## src/rtl/rvIsaPkg.sv

```systemverilog
/*
 * RV32I encodings for the subset this core runs.
 * JALR, AUIPC, loads, stores and unsigned compares are not decoded.
 * Any opcode outside opcodeE is treated as illegal and halts.
 */
package rvIsaPkg;

    localparam int xlen     = 32;
    localparam int regAddrW = 5;
    localparam int funct3W  = 3;
    localparam int funct7W  = 7;
    localparam int shamtW   = 5;

    // major opcodes in bits [6:0] of the instruction
    typedef enum logic [6:0] {
        opCompute  = 7'b0110011,
        opICompute = 7'b0010011,
        opBranch   = 7'b1100011,
        opJal      = 7'b1101111,
        opLui      = 7'b0110111,
        opSystem   = 7'b1110011
    } opcodeE;

    // alu funct3
    localparam logic [funct3W-1:0] f3AddSub = 3'b000;
    localparam logic [funct3W-1:0] f3Sll    = 3'b001;
    localparam logic [funct3W-1:0] f3Slt    = 3'b010;
    localparam logic [funct3W-1:0] f3Xor    = 3'b100;
    localparam logic [funct3W-1:0] f3SrlSra = 3'b101;
    localparam logic [funct3W-1:0] f3Or     = 3'b110;
    localparam logic [funct3W-1:0] f3And    = 3'b111;

    // branch funct3 for the signed compares only
    localparam logic [funct3W-1:0] f3Beq = 3'b000;
    localparam logic [funct3W-1:0] f3Bne = 3'b001;
    localparam logic [funct3W-1:0] f3Blt = 3'b100;
    localparam logic [funct3W-1:0] f3Bge = 3'b101;

    // selects SUB / SRA / SRAI
    localparam logic [funct7W-1:0] funct7Alt = 7'b0100000;

    // instruction addresses are word aligned
    localparam logic [xlen-1:0] instAlignMask = 32'h0000_0003;

endpackage
```

## src/rtl/pipePkg.sv

```systemverilog
/*
 * Pipeline-level types and sizes.
 * Instruction memory is small and word addressed; the PC wraps inside it.
 */
package pipePkg;

    // alu operation chosen in decode
    typedef enum logic [3:0] {
        aluAdd,
        aluSub,
        aluAnd,
        aluOr,
        aluXor,
        aluSlt,
        aluSll,
        aluSrl,
        aluSra,
        aluPassB
    } aluOpE;

    localparam int imemDepth = 64;
    localparam int imemAddrW = $clog2(imemDepth);

    localparam logic [rvIsaPkg::xlen-1:0] resetPc = '0;

endpackage

```

## src/rtl/fetchUnit.sv

```systemverilog
/*
 * PC, instruction memory and the fetch/decode register.
 * Load the program with progWrEn only while runEn is low.
 * Redirect beats stall; stall (hazard or halt) freezes everything here.
 */
module fetchUnit (
    input  logic                          CLK,
    input  logic                          arstN,
    input  logic                          runEn,
    input  logic                          stall,
    input  logic                          redirect,
    input  logic [rvIsaPkg::xlen-1:0]     target,
    input  logic                          progWrEn,
    input  logic [pipePkg::imemAddrW-1:0] progAddr,
    input  logic [rvIsaPkg::xlen-1:0]     progData,
    output logic [rvIsaPkg::xlen-1:0]     instWord,
    output logic [rvIsaPkg::xlen-1:0]     pc,
    output logic                          valid
);

    logic [rvIsaPkg::xlen-1:0] imem [pipePkg::imemDepth];
    logic [rvIsaPkg::xlen-1:0] fetchPc;
    logic                      advance;

    assign advance = runEn && !stall && !redirect;

    // program load port
    always_ff @(posedge CLK) begin
        if (progWrEn) begin
            imem[progAddr] <= progData;
        end
    end

    always_ff @(posedge CLK or negedge arstN) begin
        if (!arstN) begin
            fetchPc <= pipePkg::resetPc;
            valid   <= 1'b0;
        end else if (redirect) begin
            // the word in decode is on the wrong path
            fetchPc <= target;
            valid   <= 1'b0;
        end else if (!runEn) begin
            valid <= 1'b0;
        end else if (!stall) begin
            fetchPc <= fetchPc + 'd4;
            valid   <= 1'b1;
        end
    end

    // synchronous read lands directly in the fetch/decode register
    always_ff @(posedge CLK) begin
        if (advance) begin
            instWord <= imem[fetchPc[pipePkg::imemAddrW+1:2]];
            pc       <= fetchPc;
        end
    end

    progWhileIdle: assert property (@(posedge CLK) disable iff (!arstN)
        progWrEn |-> !runEn);

endmodule

```

## config.mk

```make
export PLATFORM = sky130hd
export DESIGN_NAME = fetchUnit
export DESIGN_NICKNAME = d
export VERILOG_FILES = /design/src/rtl/rvIsaPkg.sv /design/src/rtl/pipePkg.sv /design/src/rtl/fetchUnit.sv
export SDC_FILE = /design/constraint.sdc
export NUM_CORES = 2
export LEC_CHECK = 0
export BUFFER_PORTS_ARGS = -buffer_cell sky130_fd_sc_hd__buf_2
export CAP_MARGIN = 20
export CORE_ASPECT_RATIO = 0.7
export CORE_UTILIZATION = 43
export DETAILED_ROUTE_END_ITERATION = 6
export SETUP_SLACK_MARGIN = 0.3
export SYNTH_ARGS = -nofsm -noshare
export SYNTH_HDL_FRONTEND = slang
export SYNTH_SLANG_ARGS = --single-unit
```

## constraint.sdc

```tcl
create_clock -name CLK -period 2.7 [get_ports CLK]
set_clock_uncertainty 0.2 [all_clocks]
set_input_delay 0.27 -clock CLK [delete_from_list [all_inputs] [get_ports CLK]]
set_output_delay 0.27 -clock CLK [all_outputs]
set_load 0.01 [all_outputs]
```

==> results.py <==
metrics = {
    "worst_setup_path": {
        "r2r_start": "fetchPc[2]",
        "crit_slowest_cell": "mux4_2",
        "path_max_fanout": 9,
        "reg2reg_to": "instWord[10]",
        "slowest_delay_ps": 530,
        "cp_num_buf_inv": 4,
        "end_kind": "flip-flop",
        "start_kind": "flip-flop",
        "reg2reg_depth": 8,
        "critPathRequiredTime_ps": 3060,
        "worst-setup-path-type": "flip-flop to flip-flop",
        "worstPathArrival_ps": 3190,
        "reg2reg_slack_ps": -130,
        "cp_top_family": "multiplexers",
        "crit_chain": "buf_12 -> buf_8 -> buf_12 -> mux4_2 -> mux4_2 -> o21ai_1 -> buf_4 -> nand4_1",
    },
    "die": {
        "die_height_um": 368,
        "start_util": 0.435,
        "die-area_sq_um": 193000,
        "die_x_um": 525,
        "num_rows": 133,
        "core_area_sq_um": 189000,
        "num_io_pins": 141,
    },
    "power": {
        "intPower_mw": 56.0,
        "pwr-share-clk": 0.373,
        "combPwrFrac": 0.113,
        "vdd_drop_max_v": 0.000592,
        "p_sw_frac": 0.224,
        "powerDensity_nw_per_um2": 722,
        "p_sw_mw": 16.2,
        "finalPower_mw": 72.2,
        "power.leakage_nw": 32.1,
        "seqPwrFrac": 0.514,
    },
    "cells_and_area": {
        "layout_commonest_cell": "edfxtp_1",
        "mostFrequentLayoutCells": "edfxtp_1 (2,112), mux4_2 (503), buf_4 (330), clkbuf_16 (210), mux2i_1 (156)",
        "area_growth_pct": 21.5,
        "layout-drive-gt1-share": 0.362,
        "final_area_sq_um": 99900,
        "post-route-util": 0.529,
        "nets": 4515,
    },
    "job": {
        "cap_violations": 0,
    },
    "sta": {
        "setup_ws_ps": -127,
        "slew_viol_final": 0,
        "slew_headroom": 0.283,
        "final_hold_viol_count": 0,
        "fmax_ghz": 0.354,
        "setup_viol": 26,
        "rsz0062_at_grt": "true",
        "period_share": 1.05,
        "finalCriticalPeriod_ps": 2830,
        "worst_slew_pin_slew_ps": 1080,
        "holdWs_ps": 74.4,
    },
    "placed_design": {
        "io_buffers": 140,
        "hpwl_um": 127000,
        "gp_congestion": 0.787,
        "place_area_sq_um": 90500,
    },
    "clocking": {
        "root_buffer": "clkbuf_16",
        "cts_tree": "done",
        "path_clk_slew_ps": 60,
        "h-tree-depth": 4,
        "clock_latency_ps": 830,
        "ctsLongestPathBuffers": 4,
        "numCtsBuffers": 200,
        "clock_sink_count": 2145,
    },
    "synth": {
        "netlist_instances": 3633,
        "synthArstFlopShare": 0.0154,
        "synth_area_leader_cell": "edfxtp_1",
        "ys_top_cells_by_area": "edfxtp_1 (77%), mux4_2 (14%), mux2i_1 (2.2%)",
        "synth_cell_types": 53,
        "ys_seq_area_frac": 0.781,
        "ys_warn_count": 0,
        "synth_edf_count": 2112,
        "synth_flop_cell": "edfxtp_1",
        "synth_top_area_frac": 0.771,
        "syn_nets": 3710,
        "syn_area_sq_um": 82200,
        "ys_seq_elements": 2145,
        "syn_avg_cell_area_sq_um": 22.6,
    },
    "run_status": {
        "failed_checks": "setup timing",
        "outcome": "finished, violations left",
    },
    "grt": {
        "grt_pass1_wl_um": 304000,
        "track_usage": 0.221,
        "grt_pass1_vias": 40900,
        "grt_start_max_net_pins": 65,
        "grt-ovfl-total": 0,
        "grt_antenna_before_repair": 6,
    },
    "worst_hold_path": {
        "min_from": "progAddr[2]",
        "hold-path-endpoint": "imem[49][8]",
        "min_path_cells": 4,
        "min_path_type": "primary input to flip-flop",
    },
    "routing": {
        "drtIter0Drc": 5047,
        "drtAntennaViolNets": 0,
        "avgViaCountPerCell": 5.83,
        "dr.pass1.iters": 6,
        "wl_per_cell_um": 30.5,
        "wl_um": 216000,
        "num_vias": 41300,
        "drc": 0,
    },
}
worst min-delay path, delay by kind of cell:
kind	cells	cell delay, ps
buffers and inverters	3	570
AND/OR/NAND/NOR	1	60
layout make-up:
type | count | area (sq um)
sequential | 2145 | 64300
timing repair buffer | 805 | 8410
fill | 14300 | 88900
multi-input combinational | 1282 | 18100
tap | 2497 | 3120
clock inverter | 96 | 778
clock buffer | 250 | 5280
inverter | 4 | 15.0
antenna | 3 | 7.51
power groups by stage:
stage                     clock, mW  sequential (mW)  combinational (mW)
after floorplan                   0             37.7                3.95
after global placement            0             37.8                7.09
after detailed placement          0             37.8                7.13
after CTS                      27.3             37.1                7.89
after global routing           28.5             37.1                8.61
final                          26.9             37.1                8.19
through the flow:
stage	setup TNS, ps	setup slack (ps)	instances
CTS	-2010	-144	7032
finish	-1470	-127	7082
detailed placement	-6400	-449	6513
global placement	-5880	-472	6513
floorplan	-110590	-168	3633
global route	-3010	-156	7080
worst max path at each step:
stage / from / end / slack (ps) / depth (start not counted)
4_1_cts: fetchPc[2] / instWord[8] / -140 / 9
3_5_place_dp: fetchPc[2] / instWord[23] / -450 / 9
2_1_floorplan: progAddr[1] / imem[14][0] / -170 / 3
3_3_place_gp: fetchPc[2] / instWord[23] / -470 / 9
6_report: fetchPc[2] / instWord[10] / -130 / 8
5_1_grt: fetchPc[2] / instWord[3] / -160 / 9
flip-flops by register name, indices dropped and copies added, names as in the netlist:
register	flops
fetchPc	32
pc	32
valid	1
instWord	32
imem	2048
cell usage after synthesis (11+ instances only):
library cell     n
edfxtp_1      2112
mux4_2         503
mux2i_1        181
nor2_1         101
o21ai_0         72
nand2_1         71
clkbuf_1        69
buf_2           65
mux2_2          47
o22ai_1         41
buf_4           34
dfrtp_1         33
nor2b_1         29
a22o_1          27
buf_1           23
xnor2_1         22
a211oi_1        20
nand3_1         19
a221oi_1        18
nor4_1          14
nand4_1         13
a22oi_1         11
o2111ai_1       11
logic make-up (layout without fill, tap and decap cells):
group                    count (synthesis)  after routing  share of synthesized area
flip-flops                            2145           2145                      0.781
multiplexers                           731            731                      0.166
buffers and inverters                  206           1155                     0.0129
AND/OR/NAND/NOR                        292            292                     0.0173
XOR/XNOR                                28             28                    0.00298
other                                    0              3                          0
adder cells (fa/ha/maj)                  1              1                   0.000152
AO/OA/AOI/OAI                          230            230                     0.0193
metal layers:
layer	up-vias	global-route usage	share of wire
li1	17000	-	-
met1	22200	0.332	0.44
met2	1839	0.335	0.46
met3	261	0.0432	0.086
met4	8	0.0501	0.020
met5	-	0	0.00024
what timing repair did:
item,in CTS,in global routing
setup buffers,33,40
endpoints found under the setup margin,38,34
resized for setup,143,90
endpoints found under the hold margin,1573,0
pin swaps,6,16
gates cloned,9,6
hold buffers,131,0
Power figures use the tool's default switching activity.
