**config.mk**
```make
export PLATFORM = sky130hd
export DESIGN_NAME = decodeStage_flat
export DESIGN_NICKNAME = d
export VERILOG_FILES = /design/src/rtl/rvIsaPkg.sv /design/src/rtl/pipePkg.sv /design/src/rtl/stageBus.sv /design/src/rtl/decodeStage.sv /design/src/rtl/regFile.sv /design/src/flat_wrapper.sv
export SDC_FILE = /design/constraint.sdc
export NUM_CORES = 1
export LEC_CHECK = 0
export BUFFER_PORTS_ARGS = -buffer_cell sky130_fd_sc_hd__clkbuf_2
export CORE_MARGIN = 5
export CORE_UTILIZATION = 25
export CTS_BUF_LIST = sky130_fd_sc_hd__clkbuf_16
export CTS_CLUSTER_SIZE = 28
export DETAILED_ROUTE_END_ITERATION = 7
export GPL_TIMING_DRIVEN = 0
export PLACE_DENSITY = 0.45
export SKIP_LAST_GASP = 1
export SLEW_MARGIN = 20
export SYNTH_ARGS = -nofsm -noshare
export SYNTH_HDL_FRONTEND = slang
export SYNTH_SLANG_ARGS = --single-unit
```
**constraint.sdc**
```tcl
create_clock -name CLK -period 4.3 [get_ports CLK]
set_clock_uncertainty 0.2 [all_clocks]
set_input_delay 0.86 -clock CLK [delete_from_list [all_inputs] [get_ports CLK]]
set_output_delay 0.86 -clock CLK [all_outputs]
set_load 0.005 [all_outputs]
```
**src/rtl/rvIsaPkg.sv**
```systemverilog
/*
 * RV32I encodings for the subset this core runs.
 * JALR, AUIPC, loads, stores and unsigned compares are not decoded.
 * Any opcode outside opcodeE is treated as illegal and halts.
 */
package rvIsaPkg;

    localparam int xlen     = 32;
    localparam int regAddrW = 5;
    localparam int funct3W  = 3;
    localparam int funct7W  = 7;
    localparam int shamtW   = 5;

    // major opcodes in bits [6:0] of the instruction
    typedef enum logic [6:0] {
        opCompute  = 7'b0110011,
        opICompute = 7'b0010011,
        opBranch   = 7'b1100011,
        opJal      = 7'b1101111,
        opLui      = 7'b0110111,
        opSystem   = 7'b1110011
    } opcodeE;

    // alu funct3
    localparam logic [funct3W-1:0] f3AddSub = 3'b000;
    localparam logic [funct3W-1:0] f3Sll    = 3'b001;
    localparam logic [funct3W-1:0] f3Slt    = 3'b010;
    localparam logic [funct3W-1:0] f3Xor    = 3'b100;
    localparam logic [funct3W-1:0] f3SrlSra = 3'b101;
    localparam logic [funct3W-1:0] f3Or     = 3'b110;
    localparam logic [funct3W-1:0] f3And    = 3'b111;

    // branch funct3 for the signed compares only
    localparam logic [funct3W-1:0] f3Beq = 3'b000;
    localparam logic [funct3W-1:0] f3Bne = 3'b001;
    localparam logic [funct3W-1:0] f3Blt = 3'b100;
    localparam logic [funct3W-1:0] f3Bge = 3'b101;

    // selects SUB / SRA / SRAI
    localparam logic [funct7W-1:0] funct7Alt = 7'b0100000;

    // instruction addresses are word aligned
    localparam logic [xlen-1:0] instAlignMask = 32'h0000_0003;

endpackage
```
**src/rtl/pipePkg.sv**
```systemverilog
/*
 * Pipeline-level types and sizes.
 * Instruction memory is small and word addressed; the PC wraps inside it.
 */
package pipePkg;

    // alu operation chosen in decode
    typedef enum logic [3:0] {
        aluAdd,
        aluSub,
        aluAnd,
        aluOr,
        aluXor,
        aluSlt,
        aluSll,
        aluSrl,
        aluSra,
        aluPassB
    } aluOpE;

    localparam int imemDepth = 64;
    localparam int imemAddrW = $clog2(imemDepth);

    localparam logic [rvIsaPkg::xlen-1:0] resetPc = '0;

endpackage

```
**src/rtl/stageBus.sv**
```systemverilog
/*
 * Stage boundary buses. idExBus is the decode/execute register,
 * exWbBus the execute/writeback register. Payload is only
 * meaningful while valid is high.
 */
interface idExBus;
    logic                            valid;
    logic [rvIsaPkg::xlen-1:0]       pc;
    logic [rvIsaPkg::xlen-1:0]       rs1Data;
    logic [rvIsaPkg::xlen-1:0]       rs2Data;
    logic [rvIsaPkg::xlen-1:0]       imm;
    logic [rvIsaPkg::regAddrW-1:0]   rd;
    logic                            regWrEn;
    pipePkg::aluOpE                  aluOp;
    logic                            useImm;
    logic                            isLink;
    logic                            branch;
    logic [rvIsaPkg::funct3W-1:0]    branchFunct;
    logic                            jump;
    logic                            halt;

    modport producer (
        output valid, pc, rs1Data, rs2Data, imm, rd, regWrEn,
               aluOp, useImm, isLink, branch, branchFunct, jump, halt
    );
    modport consumer (
        input valid, pc, rs1Data, rs2Data, imm, rd, regWrEn,
              aluOp, useImm, isLink, branch, branchFunct, jump, halt
    );
endinterface

interface exWbBus;
    logic                            valid;
    logic [rvIsaPkg::regAddrW-1:0]   rd;
    logic                            regWrEn;
    logic [rvIsaPkg::xlen-1:0]       wrData;
    logic                            halt;

    modport producer (output valid, rd, regWrEn, wrData, halt);
    modport sink     (input valid, rd, regWrEn, wrData, halt);
endinterface

```
**src/rtl/decodeStage.sv**
```systemverilog
/*
 * Control decode, immediates, hazard stall and the decode/execute register.
 * No forwarding from execute: a RAW hazard against execute costs one bubble.
 * ECALL or an illegal encoding halts; once a halt leaves decode, nothing
 * younger is issued again until reset.
 */
module decodeStage (
    input  logic                          CLK,
    input  logic                          arstN,
    input  logic [rvIsaPkg::xlen-1:0]     instWord,
    input  logic [rvIsaPkg::xlen-1:0]     pc,
    input  logic                          valid,
    input  logic                          squash,
    input  logic [rvIsaPkg::regAddrW-1:0] exRd,
    input  logic                          exRegWrEn,
    input  logic                          exValid,
    output logic                          stall,
    idExBus.producer                      out,
    exWbBus.sink                          wb
);

    rvIsaPkg::opcodeE              op;
    logic [rvIsaPkg::regAddrW-1:0] rd, rs1, rs2;
    logic [rvIsaPkg::funct3W-1:0]  funct3;
    logic                          altOp;
    logic [rvIsaPkg::xlen-1:0]     rs1Data, rs2Data;
    logic [rvIsaPkg::xlen-1:0]     immI, immB, immU, immJ, imm;
    pipePkg::aluOpE                aluOp;
    logic regWrEn, useImm, isLink, branch, jump;
    logic rs1Used, rs2Used, isSystem, illegal;
    logic decHalt, hazard, haltPending;

    assign op     = rvIsaPkg::opcodeE'(instWord[6:0]);
    assign rd     = instWord[11:7];
    assign funct3 = instWord[14:12];
    assign rs1    = instWord[19:15];
    assign rs2    = instWord[24:20];
    assign altOp  = (instWord[31:25] == rvIsaPkg::funct7Alt);

    assign immI = {{20{instWord[31]}}, instWord[31:20]};
    assign immB = {{20{instWord[31]}}, instWord[7], instWord[30:25], instWord[11:8], 1'b0};
    assign immU = {instWord[31:12], 12'b0};
    assign immJ = {{12{instWord[31]}}, instWord[19:12], instWord[20], instWord[30:21], 1'b0};

    regFile u_regFile (
        .CLK     (CLK),
        .arstN   (arstN),
        .rs1     (rs1),
        .rs2     (rs2),
        .rs1Data (rs1Data),
        .rs2Data (rs2Data),
        .wb      (wb)
    );

    always_comb begin
        aluOp    = pipePkg::aluAdd;
        imm      = immI;
        regWrEn  = 1'b0;
        useImm   = 1'b0;
        isLink   = 1'b0;
        branch   = 1'b0;
        jump     = 1'b0;
        rs1Used  = 1'b0;
        rs2Used  = 1'b0;
        isSystem = 1'b0;
        illegal  = 1'b0;
        case (op)
            rvIsaPkg::opCompute, rvIsaPkg::opICompute: begin
                regWrEn = 1'b1;
                rs1Used = 1'b1;
                rs2Used = (op == rvIsaPkg::opCompute);
                useImm  = (op == rvIsaPkg::opICompute);
                case (funct3)
                    // funct7 is immediate bits for ADDI
                    rvIsaPkg::f3AddSub: aluOp = (altOp && !useImm) ? pipePkg::aluSub
                                                                   : pipePkg::aluAdd;
                    rvIsaPkg::f3Sll:    aluOp = pipePkg::aluSll;
                    rvIsaPkg::f3Slt:    aluOp = pipePkg::aluSlt;
                    rvIsaPkg::f3Xor:    aluOp = pipePkg::aluXor;
                    rvIsaPkg::f3SrlSra: aluOp = altOp ? pipePkg::aluSra : pipePkg::aluSrl;
                    rvIsaPkg::f3Or:     aluOp = pipePkg::aluOr;
                    rvIsaPkg::f3And:    aluOp = pipePkg::aluAnd;
                    default:            illegal = 1'b1;
                endcase
            end
            rvIsaPkg::opBranch: begin
                imm     = immB;
                branch  = 1'b1;
                rs1Used = 1'b1;
                rs2Used = 1'b1;
                // unsigned branches are not supported
                illegal = !(funct3 inside {rvIsaPkg::f3Beq, rvIsaPkg::f3Bne,
                                           rvIsaPkg::f3Blt, rvIsaPkg::f3Bge});
            end
            rvIsaPkg::opJal: begin
                imm     = immJ;
                regWrEn = 1'b1;
                jump    = 1'b1;
                isLink  = 1'b1;
            end
            rvIsaPkg::opLui: begin
                imm     = immU;
                regWrEn = 1'b1;
                useImm  = 1'b1;
                aluOp   = pipePkg::aluPassB;
            end
            rvIsaPkg::opSystem: isSystem = 1'b1;
            default:            illegal  = 1'b1;
        endcase
    end

    assign decHalt = valid && (isSystem || illegal);

    // RAW hazard against execute ignores x0
    assign hazard = valid && !squash && exValid && exRegWrEn && (exRd != '0) &&
                    ((rs1Used && rs1 == exRd) || (rs2Used && rs2 == exRd));

    // a halt also freezes fetch for good
    assign stall = hazard || (decHalt && !squash) || haltPending;

    always_ff @(posedge CLK or negedge arstN) begin
        if (!arstN) begin
            out.valid   <= 1'b0;
            haltPending <= 1'b0;
        end else begin
            out.valid   <= valid && !squash && !hazard && !haltPending;
            // pending only once the halting word has issued to execute
            haltPending <= haltPending || (decHalt && !squash && !hazard);
        end
    end

    always_ff @(posedge CLK) begin
        out.pc          <= pc;
        out.rs1Data     <= rs1Data;
        out.rs2Data     <= rs2Data;
        out.imm         <= imm;
        out.rd          <= rd;
        out.regWrEn     <= regWrEn && !illegal;
        out.aluOp       <= aluOp;
        out.useImm      <= useImm;
        out.isLink      <= isLink;
        out.branch      <= branch;
        out.branchFunct <= funct3;
        out.jump        <= jump;
        out.halt        <= decHalt || haltPending;
    end

    // execute must never redirect once a halt has left decode
    noStallOnSquash: assert property (@(posedge CLK) disable iff (!arstN)
        valid |-> !(stall && squash));

endmodule

```
**src/rtl/regFile.sv**
```systemverilog
/*
 * 32-entry register file, x0 reads as zero and has no storage.
 * A writeback in the same cycle is forwarded to the read ports.
 */
module regFile (
    input  logic                          CLK,
    input  logic                          arstN,
    input  logic [rvIsaPkg::regAddrW-1:0] rs1,
    input  logic [rvIsaPkg::regAddrW-1:0] rs2,
    output logic [rvIsaPkg::xlen-1:0]     rs1Data,
    output logic [rvIsaPkg::xlen-1:0]     rs2Data,
    exWbBus.sink                          wb
);

    logic [rvIsaPkg::xlen-1:0] regs [1:31];
    logic                      wrEn;

    assign wrEn = wb.valid && wb.regWrEn && (wb.rd != '0);

    always_ff @(posedge CLK) begin
        if (wrEn) begin
            regs[wb.rd] <= wb.wrData;
        end
    end

    // write-through replaces forwarding from writeback
    assign rs1Data = (rs1 == '0)              ? '0 :
                     (wrEn && wb.rd == rs1)   ? wb.wrData : regs[rs1];
    assign rs2Data = (rs2 == '0)              ? '0 :
                     (wrEn && wb.rd == rs2)   ? wb.wrData : regs[rs2];

    // a register written last cycle reads back the same value from storage
    writeReadsBack: assert property (@(posedge CLK) disable iff (!arstN)
        ($past(wrEn) && rs1 == $past(wb.rd) && !(wrEn && wb.rd == rs1)) |->
            (rs1Data == $past(wb.wrData)));

endmodule

```
**src/flat_wrapper.sv**
```systemverilog
// flat-port wrapper written by rule: the top's interface ports become plain ports
module decodeStage_flat 
  (CLK, arstN, instWord, pc, valid, squash, exRd, exRegWrEn, exValid, stall, out_valid, out_pc, out_rs1Data, out_rs2Data, out_imm, out_rd, out_regWrEn, out_aluOp, out_useImm, out_isLink, out_branch, out_branchFunct, out_jump, out_halt, wb_valid, wb_rd, wb_regWrEn, wb_wrData, wb_halt);
  idExBus out_i ();
  exWbBus wb_i ();
  input  logic CLK;
  input  logic arstN;
  input  logic [rvIsaPkg::xlen-1:0] instWord;
  input  logic [rvIsaPkg::xlen-1:0] pc;
  input  logic valid;
  input  logic squash;
  input  logic [rvIsaPkg::regAddrW-1:0] exRd;
  input  logic exRegWrEn;
  input  logic exValid;
  output logic stall;
  output wire logic [$bits(out_i.valid)-1:0] out_valid;
  output wire logic [$bits(out_i.pc)-1:0] out_pc;
  output wire logic [$bits(out_i.rs1Data)-1:0] out_rs1Data;
  output wire logic [$bits(out_i.rs2Data)-1:0] out_rs2Data;
  output wire logic [$bits(out_i.imm)-1:0] out_imm;
  output wire logic [$bits(out_i.rd)-1:0] out_rd;
  output wire logic [$bits(out_i.regWrEn)-1:0] out_regWrEn;
  output wire logic [$bits(out_i.aluOp)-1:0] out_aluOp;
  output wire logic [$bits(out_i.useImm)-1:0] out_useImm;
  output wire logic [$bits(out_i.isLink)-1:0] out_isLink;
  output wire logic [$bits(out_i.branch)-1:0] out_branch;
  output wire logic [$bits(out_i.branchFunct)-1:0] out_branchFunct;
  output wire logic [$bits(out_i.jump)-1:0] out_jump;
  output wire logic [$bits(out_i.halt)-1:0] out_halt;
  input wire logic [$bits(wb_i.valid)-1:0] wb_valid;
  input wire logic [$bits(wb_i.rd)-1:0] wb_rd;
  input wire logic [$bits(wb_i.regWrEn)-1:0] wb_regWrEn;
  input wire logic [$bits(wb_i.wrData)-1:0] wb_wrData;
  input wire logic [$bits(wb_i.halt)-1:0] wb_halt;
  assign out_valid = out_i.valid;
  assign out_pc = out_i.pc;
  assign out_rs1Data = out_i.rs1Data;
  assign out_rs2Data = out_i.rs2Data;
  assign out_imm = out_i.imm;
  assign out_rd = out_i.rd;
  assign out_regWrEn = out_i.regWrEn;
  assign out_aluOp = out_i.aluOp;
  assign out_useImm = out_i.useImm;
  assign out_isLink = out_i.isLink;
  assign out_branch = out_i.branch;
  assign out_branchFunct = out_i.branchFunct;
  assign out_jump = out_i.jump;
  assign out_halt = out_i.halt;
  assign wb_i.valid = wb_valid;
  assign wb_i.rd = wb_rd;
  assign wb_i.regWrEn = wb_regWrEn;
  assign wb_i.wrData = wb_wrData;
  assign wb_i.halt = wb_halt;
  decodeStage u_core (.CLK(CLK), .arstN(arstN), .instWord(instWord), .pc(pc), .valid(valid), .squash(squash), .exRd(exRd), .exRegWrEn(exRegWrEn), .exValid(exValid), .stall(stall), .out(out_i), .wb(wb_i));
endmodule
```
==> results of run 1 <==
## per-stage QoR
stage	area [sq um]	worst slack [ns]	std cells	power (mW)
global placement	55800	-2.58	5927	15.0
CTS	62400	0.132	6277	26.4
detailed placement	57600	-0.653	5988	15.0
floorplan	51100	0.768	2988	13.7
finish	62400	0.0661	6283	26.2
global route	62400	0.0606	6282	27.0
## state kept, by name, summed over array words and instances, names as in the netlist, 3 cells and up
register,count
u_core.out.rd,5
u_core.out.pc,32
u_core.out.aluOp,4
u_core.out.imm,32
u_core.out.rs2Data,32
u_core.u_regFile.regs,992
u_core.out.branchFunct,3
u_core.out.rs1Data,32
## final timing paths
check | cells after the start | start | end
worst max-delay path | 6 | instWord[24] | u_core.out.rs2Data[18]
worst min-delay path | 2 | instWord[29] | u_core.out.imm[29]
worst max register to register | 5 | u_core.u_regFile.regs[29][15] | u_core.out.rs2Data[15]
worst min register to register | 1 | u_core.haltPending | u_core.out.valid
max in group asynchronous | 2 | arstN | u_core.out.valid
min in group asynchronous | 2 | arstN | u_core.haltPending
## cells by family (layout without fill, tap and decap cells)
family	count (synthesis)	after routing	synth area share, %
muxes	736	736	21.7
and+or+nand+nor	277	277	2.42
AOI/OAI and AO/OA	554	554	8.59
buffers and inverters	261	862	2.93
xor gates and xnor gates	21	21	0.360
other	0	6	0
DFF	1139	1139	64.0
## cells in the final DEF, fill, tap and decap left out, types with 37 or more instances in the layout
master / netlist / final
buf_4: 38 / 39
nor2_1: 78 / 47
clkbuf_2: 0 / 257
mux2i_1: 362 / 362
mux4_2: 288 / 288
a21oi_1: 62 / 61
dfxtp_1: 145 / 145
o221ai_1: 64 / 64
a221oi_1: 57 / 57
buf_2: 80 / 82
nand2_1: 136 / 136
mux2_2: 86 / 86
buf_6: 37 / 37
clkbuf_16: 0 / 144
a22oi_1: 64 / 64
clkbuf_1: 96 / 90
dlygate4sd3_1: 0 / 41
edfxtp_1: 992 / 992
buf_16: 0 / 47
## cells in the mapped netlist, types with 4 or more instances
master / number / share of area, %
edfxtp_1: 992 / 58
mux2i_1: 362 / 7.1
mux4_2: 288 / 13
dfxtp_1: 145 / 5.7
nand2_1: 136 / 1.0
clkbuf_1: 96 / 0.70
mux2_2: 86 / 1.9
buf_2: 80 / 0.78
nor2_1: 78 / 0.57
a22oi_1: 64 / 0.94
o221ai_1: 64 / 1.1
a21oi_1: 62 / 0.61
a221oi_1: 57 / 0.98
buf_4: 38 / 0.56
buf_6: 37 / 0.81
a211oi_1: 33 / 0.48
o211ai_1: 33 / 0.48
o21a_1: 33 / 0.48
a41oi_1: 32 / 0.55
o32ai_1: 31 / 0.53
a21o_1: 30 / 0.44
o22ai_1: 29 / 0.35
a221oi_2: 25 / 0.73
o21ai_0: 23 / 0.23
a31o_2: 14 / 0.24
nor2b_1: 13 / 0.16
xnor2_1: 13 / 0.22
xor2_1: 8 / 0.14
nand3b_1: 7 / 0.10
buf_1: 6 / 0.044
nor3_1: 6 / 0.059
a221o_1: 4 / 0.078
a31o_1: 4 / 0.069
inv_1: 4 / 0.029
nand4_1: 4 / 0.049
or3_1: 4 / 0.049
or3b_2: 4 / 0.069
## where the power goes
group | internal, mW | switching (mW)
sequential | 12.2 | 0.0646
clock | 6.46 | 4.90
combinational | 0.878 | 1.69
total | 19.5 | 6.65
## per-layer routing
metal,global-route usage (%),share of wire (%)
met1,25.6,41
met2,30.3,45
met3,3.76,8.0
met4,10.1,5.8
met5,0,0.0061
## worst reg2reg max path: stages, from the launching register on
cell and delay (ns):
edfxtp_1 0.40, mux4_2 0.48, mux2_2 0.31, a221oi_1 0.60, a311o_1 0.33, o21ai_0 0.35
## cell type report
| type | count | share of cell area [%] |
|---|---|---|
| clock inverter | 104 | 1.21 |
| tap | 2688 | 5.39 |
| antenna | 6 | 0.0241 |
| clock buffer | 144 | 5.78 |
| buffer | 257 | 2.40 |
| inverter | 4 | 0.0241 |
| multi-input combinational | 1588 | 27.5 |
| timing repair buffer | 353 | 5.18 |
| sequential | 1139 | 52.5 |
## what timing repair did
item                       in CTS  in global routing
resized for setup               2                  0
setup endpoints to repair       1                  0
hold endpoints to repair       42                  0
hold buffers                   41                  0
==> metrics, run 1 <==
Die Area=214,000 sq um; Via density=5.30; GRT Util Overall=19.4%; post-route clock period utilization=98.5%; outcome=completed; routability cong.=0.886; first-pass GRT wire length=283 mm; Final ANT Viol Nets=0; CTS Sinks=1,139; RSZ-0062 raised after global routing=no; most used cell, CP=clkbuf_1; # port buffers=251; slowest CP cell=clkbuf_1; setup violators final=0; max-cap viol count=0; R2R Setup Slk=1.39 ns; CTS tree=built; power per cell area=420 nW/um^2; min-delay worst type=in -> reg; DR iter-0 viols=4,150; DRC=0; Syn Nets=3,103; Req. time, crit path=4.65 ns; Core ar.=204,000 sq um; DR WL/cell=33.8 um; Fill cells=20,038; hpwl dp=150 mm; Clock Path Buffers=3; Synth Register Bits=1,139; ys flop type=edfxtp_1; synth unique cells=62; Mapped Area=51,100 sq um; multi-input combinational cell area=17,200 sq um; Worst Path Arrival=4.59 ns; CP delay by family, top=buffers and inverters; worst-path cell chain=clkbuf_1 -> clkbuf_1 -> clkbuf_1 -> o221ai_1 -> a221oi_2 -> o22ai_1; max frequency=236 MHz; worst slew pin tran=1.27 ns; initial antenna violation count=20; Post-synth EDFFs=992; synthesis-to-finish area growth=22.0%; Final Critical Period=4.23 ns; clock buffer count from CTS=140; Die Wd=462 um; Setup TNS=0 ns; max-slew violation count=0; CP startpoint kind=input port; CP max FO=10; Overflow after GRT=0; Min Hold Slack=0.0938 ns; Post-CTS Setup Bufs=0; worst path bufs/invs=3; headroom to the max-slew limit=15.0%; number of global-route vias before repair=33,203; Initial Utilization=25.0%; yosys warns=0; largest net degree at the start of global routing=33; die height=462 um; WS Path Type=in -> reg; Final Hold Vio Count=0; Seq/Total Area, Yosys=64.0%; Async S/R FF share, synth=0.176%; leakage=21.1 nW; mean area per synthesized cell=17.1 sq um; Worst Setup End Kind=register; final wirelength=212 mm; H-tree levels=4; Reg area=32,700 sq um; cells after synthesis=2,988; clk slew on worst S/H paths=0.05 ns; Vias=33,286; Root Buffer=clkbuf_16; final core area utilization=30.6%; Core Rows=166; Clock Latency Late Sink=0.80 ns; first drt pass iteration count=7; io pins=263; CP max stage delay=0.90 ns; Final nets=3,598; VDD IR max=416 uV; share of cells above drive strength 1=31.5%
(Power assumes the default switching activity.)
==> run 2, diff against run 1 <==
--- a/config.mk
+++ b/config.mk
@@ -18,3 +18,4 @@
 export SYNTH_ARGS = -nofsm -noshare
 export SYNTH_HDL_FRONTEND = slang
 export SYNTH_SLANG_ARGS = --single-unit
+export TNS_END_PERCENT = 10
==> constraint.sdc (replaced) <==
create_clock -name CLK -period 5.4 [get_ports CLK]
set_clock_uncertainty 0.2 [all_clocks]
set_input_delay 1.08 -clock CLK [delete_from_list [all_inputs] [get_ports CLK]]
set_output_delay 1.08 -clock CLK [all_outputs]
set_load 0.005 [all_outputs]
==> run 2 against run 1 <==
Net effect:
- setup slack improved by 0.33 ns
- critical path depth up 2
- die area is the same
- wire length fell by 0.14%
- clock power decreased by 21%
- combinational power decreased by 21%
- design area fell by 0.64%
- worst hold slack gained 0.094 ns
- global-route usage is essentially flat
- power fell by 20%
- largest power group unchanged
==> metrics, run 2 (synthesis gave the netlist of run 1 again) <==
DRC=0; initial antenna violation count=21; first-pass GRT wire length=282 mm; commonest non-fill, non-tap cell in the layout=edfxtp_1; clock network fraction of total power=43.5%; Overflow after GRT=0; placed inst area=57,600 sq um; leakage=20.9 nW; sequential share of power=46.9%; Vias=33,047; GRT Util Overall=19.4%; post-route clock period utilization=92.6%; final wirelength=212 mm; Via density=5.29; Overall Power=20.8 mW; Final nets=3,558; most frequent cells in the layout=edfxtp_1 (992), mux2i_1 (362), mux4_2 (288), clkbuf_2 (257), dfxtp_1 (145); Post-CTS Setup Bufs=0; dpl cells=5,988; Net Switching=5.30 mW; min-delay worst type=in -> reg; WS Path Type=in -> out; clk slew on worst S/H paths=0.06 ns; synthesis-to-finish area growth=21.2%; power per cell area=336 nW/um^2; finished layout cell area=62,000 sq um; io pins=263; cts hold-fix bufs=1; Initial Utilization=25.0%; DR iter-0 viols=4,138; DR WL/cell=33.9 um; max-slew violation count=0; clock buffer count from CTS=140; worst slew pin tran=1.27 ns; die height=462 um; outcome=completed; headroom to the max-slew limit=15.2%; fin cells=6,246; Core Rows=166; CP max FO=10; Gate power share=9.7%; Root Buffer=clkbuf_16; CP startpoint kind=input port; Clock Latency Late Sink=0.80 ns; setup violators final=0; Die Area=214,000 sq um; Fill cells=20,080; Req. time, crit path=4.12 ns; max frequency=200 MHz; Int Pwr=15.5 mW; H-tree levels=4; Clock Path Buffers=3; # port buffers=251; max FFs per register=992; Die Wd=462 um; VDD IR max=332 uV; PostCTS Resize Cnt=0; first drt pass iteration count=6; Final ANT Viol Nets=0; switching part of the total=25.5%; number of global-route vias before repair=33,045; Final Hold Vio Count=0; Worst Path Arrival=3.72 ns; Final Critical Period=5.00 ns; Worst Setup End Kind=primary output; Setup TNS=0 ns; largest net degree at the start of global routing=33; Core ar.=204,000 sq um; hpwl dp=150 mm; CTS tree=built; max-cap viol count=0; CTS Sinks=1,139; RSZ-0062 raised after global routing=no; routability cong.=0.886; share of cells above drive strength 1=31.8%; Largest Register=u_core.u_regFile.regs
==> run 2: cell types whose count changed in the layout (fill, tap and decap cells not counted) <==
cell and delta:
buf_4 -1, diode_2 +3, dlygate4sd3_1 -40, buf_2 +1, a21oi_2 -1, a21oi_1 +1
==> run 2: final cells by class <==
| cell class | count | area (sq um) | share of cell area [%] |
|---|---|---|---|
| Sequential cell | 1139 | 32700 | 52.8 |
| Multi-Input combinational cell | 1588 | 17200 | 27.7 |
| Buffer | 257 | 1500 | 2.41 |
| Clock inverter | 104 | 757 | 1.22 |
| Inverter | 4 | 15.0 | 0.0242 |
| Clock buffer | 144 | 3600 | 5.81 |
| Timing Repair Buffer | 313 | 2830 | 4.57 |
| Tap cell | 2688 | 3360 | 5.43 |
| Antenna cell | 9 | 22.5 | 0.0363 |
==> run 2: layer usage <==
metal / vias up / track usage [%] / part of all wire [%]
li1: 13389 / - / -
met1: 17591 / 25.6 / 41
met2: 1704 / 30.2 / 45
met3: 361 / 3.77 / 7.7
met4: 2 / 10.1 / 5.7
met5: - / 0 / 0.0061
==> run 2: worst paths after layout <==
path / startpoint / end / slack (ns) / cells past startpoint
min in group asynchronous: arstN / u_core.haltPending / 0.41 / 2
setup reg to reg: u_core.u_regFile.regs[30][17] / u_core.out.rs1Data[17] / 2.51 / 4
setup / recovery: instWord[22] / stall / 0.40 / 8
max in group asynchronous: arstN / u_core.out.valid / 4.48 / 2
hold reg to reg: u_core.haltPending / u_core.out.valid / 0.28 / 1
hold / removal: pc[16] / u_core.out.pc[16] / 0.19 / 1
==> run 2: through the flow <==
step	setup WS [ns]	util [%]	hold slack (ns)
floorplan	1.65	-	0.232
global placement	-1.70	27.3	0.263
detailed placement	0.227	28.2	0.265
CTS	0.449	30.3	0.104
global route	0.302	30.4	0.140
finish	0.397	30.4	0.188
==> run 2: power by group through the flow <==
stage                     logic, mW  clock network, mW  registers (mW)
after CTS                      2.01               9.25            9.76
final                          2.02               9.06            9.76
after detailed placement       2.01                  0            9.95
after global placement         1.98                  0            9.95
after floorplan               0.958                  0            9.95
after global routing           2.08               9.61            9.77
==> run 2: critical path, stage by stage <==
cell and delay, ns:
buf_2 0.34, buf_2 0.61, xnor2_1 0.19, nand4_1 0.12, or3_1 0.38, a21oi_1 0.63, or3_1 0.22, clkbuf_2 0.12
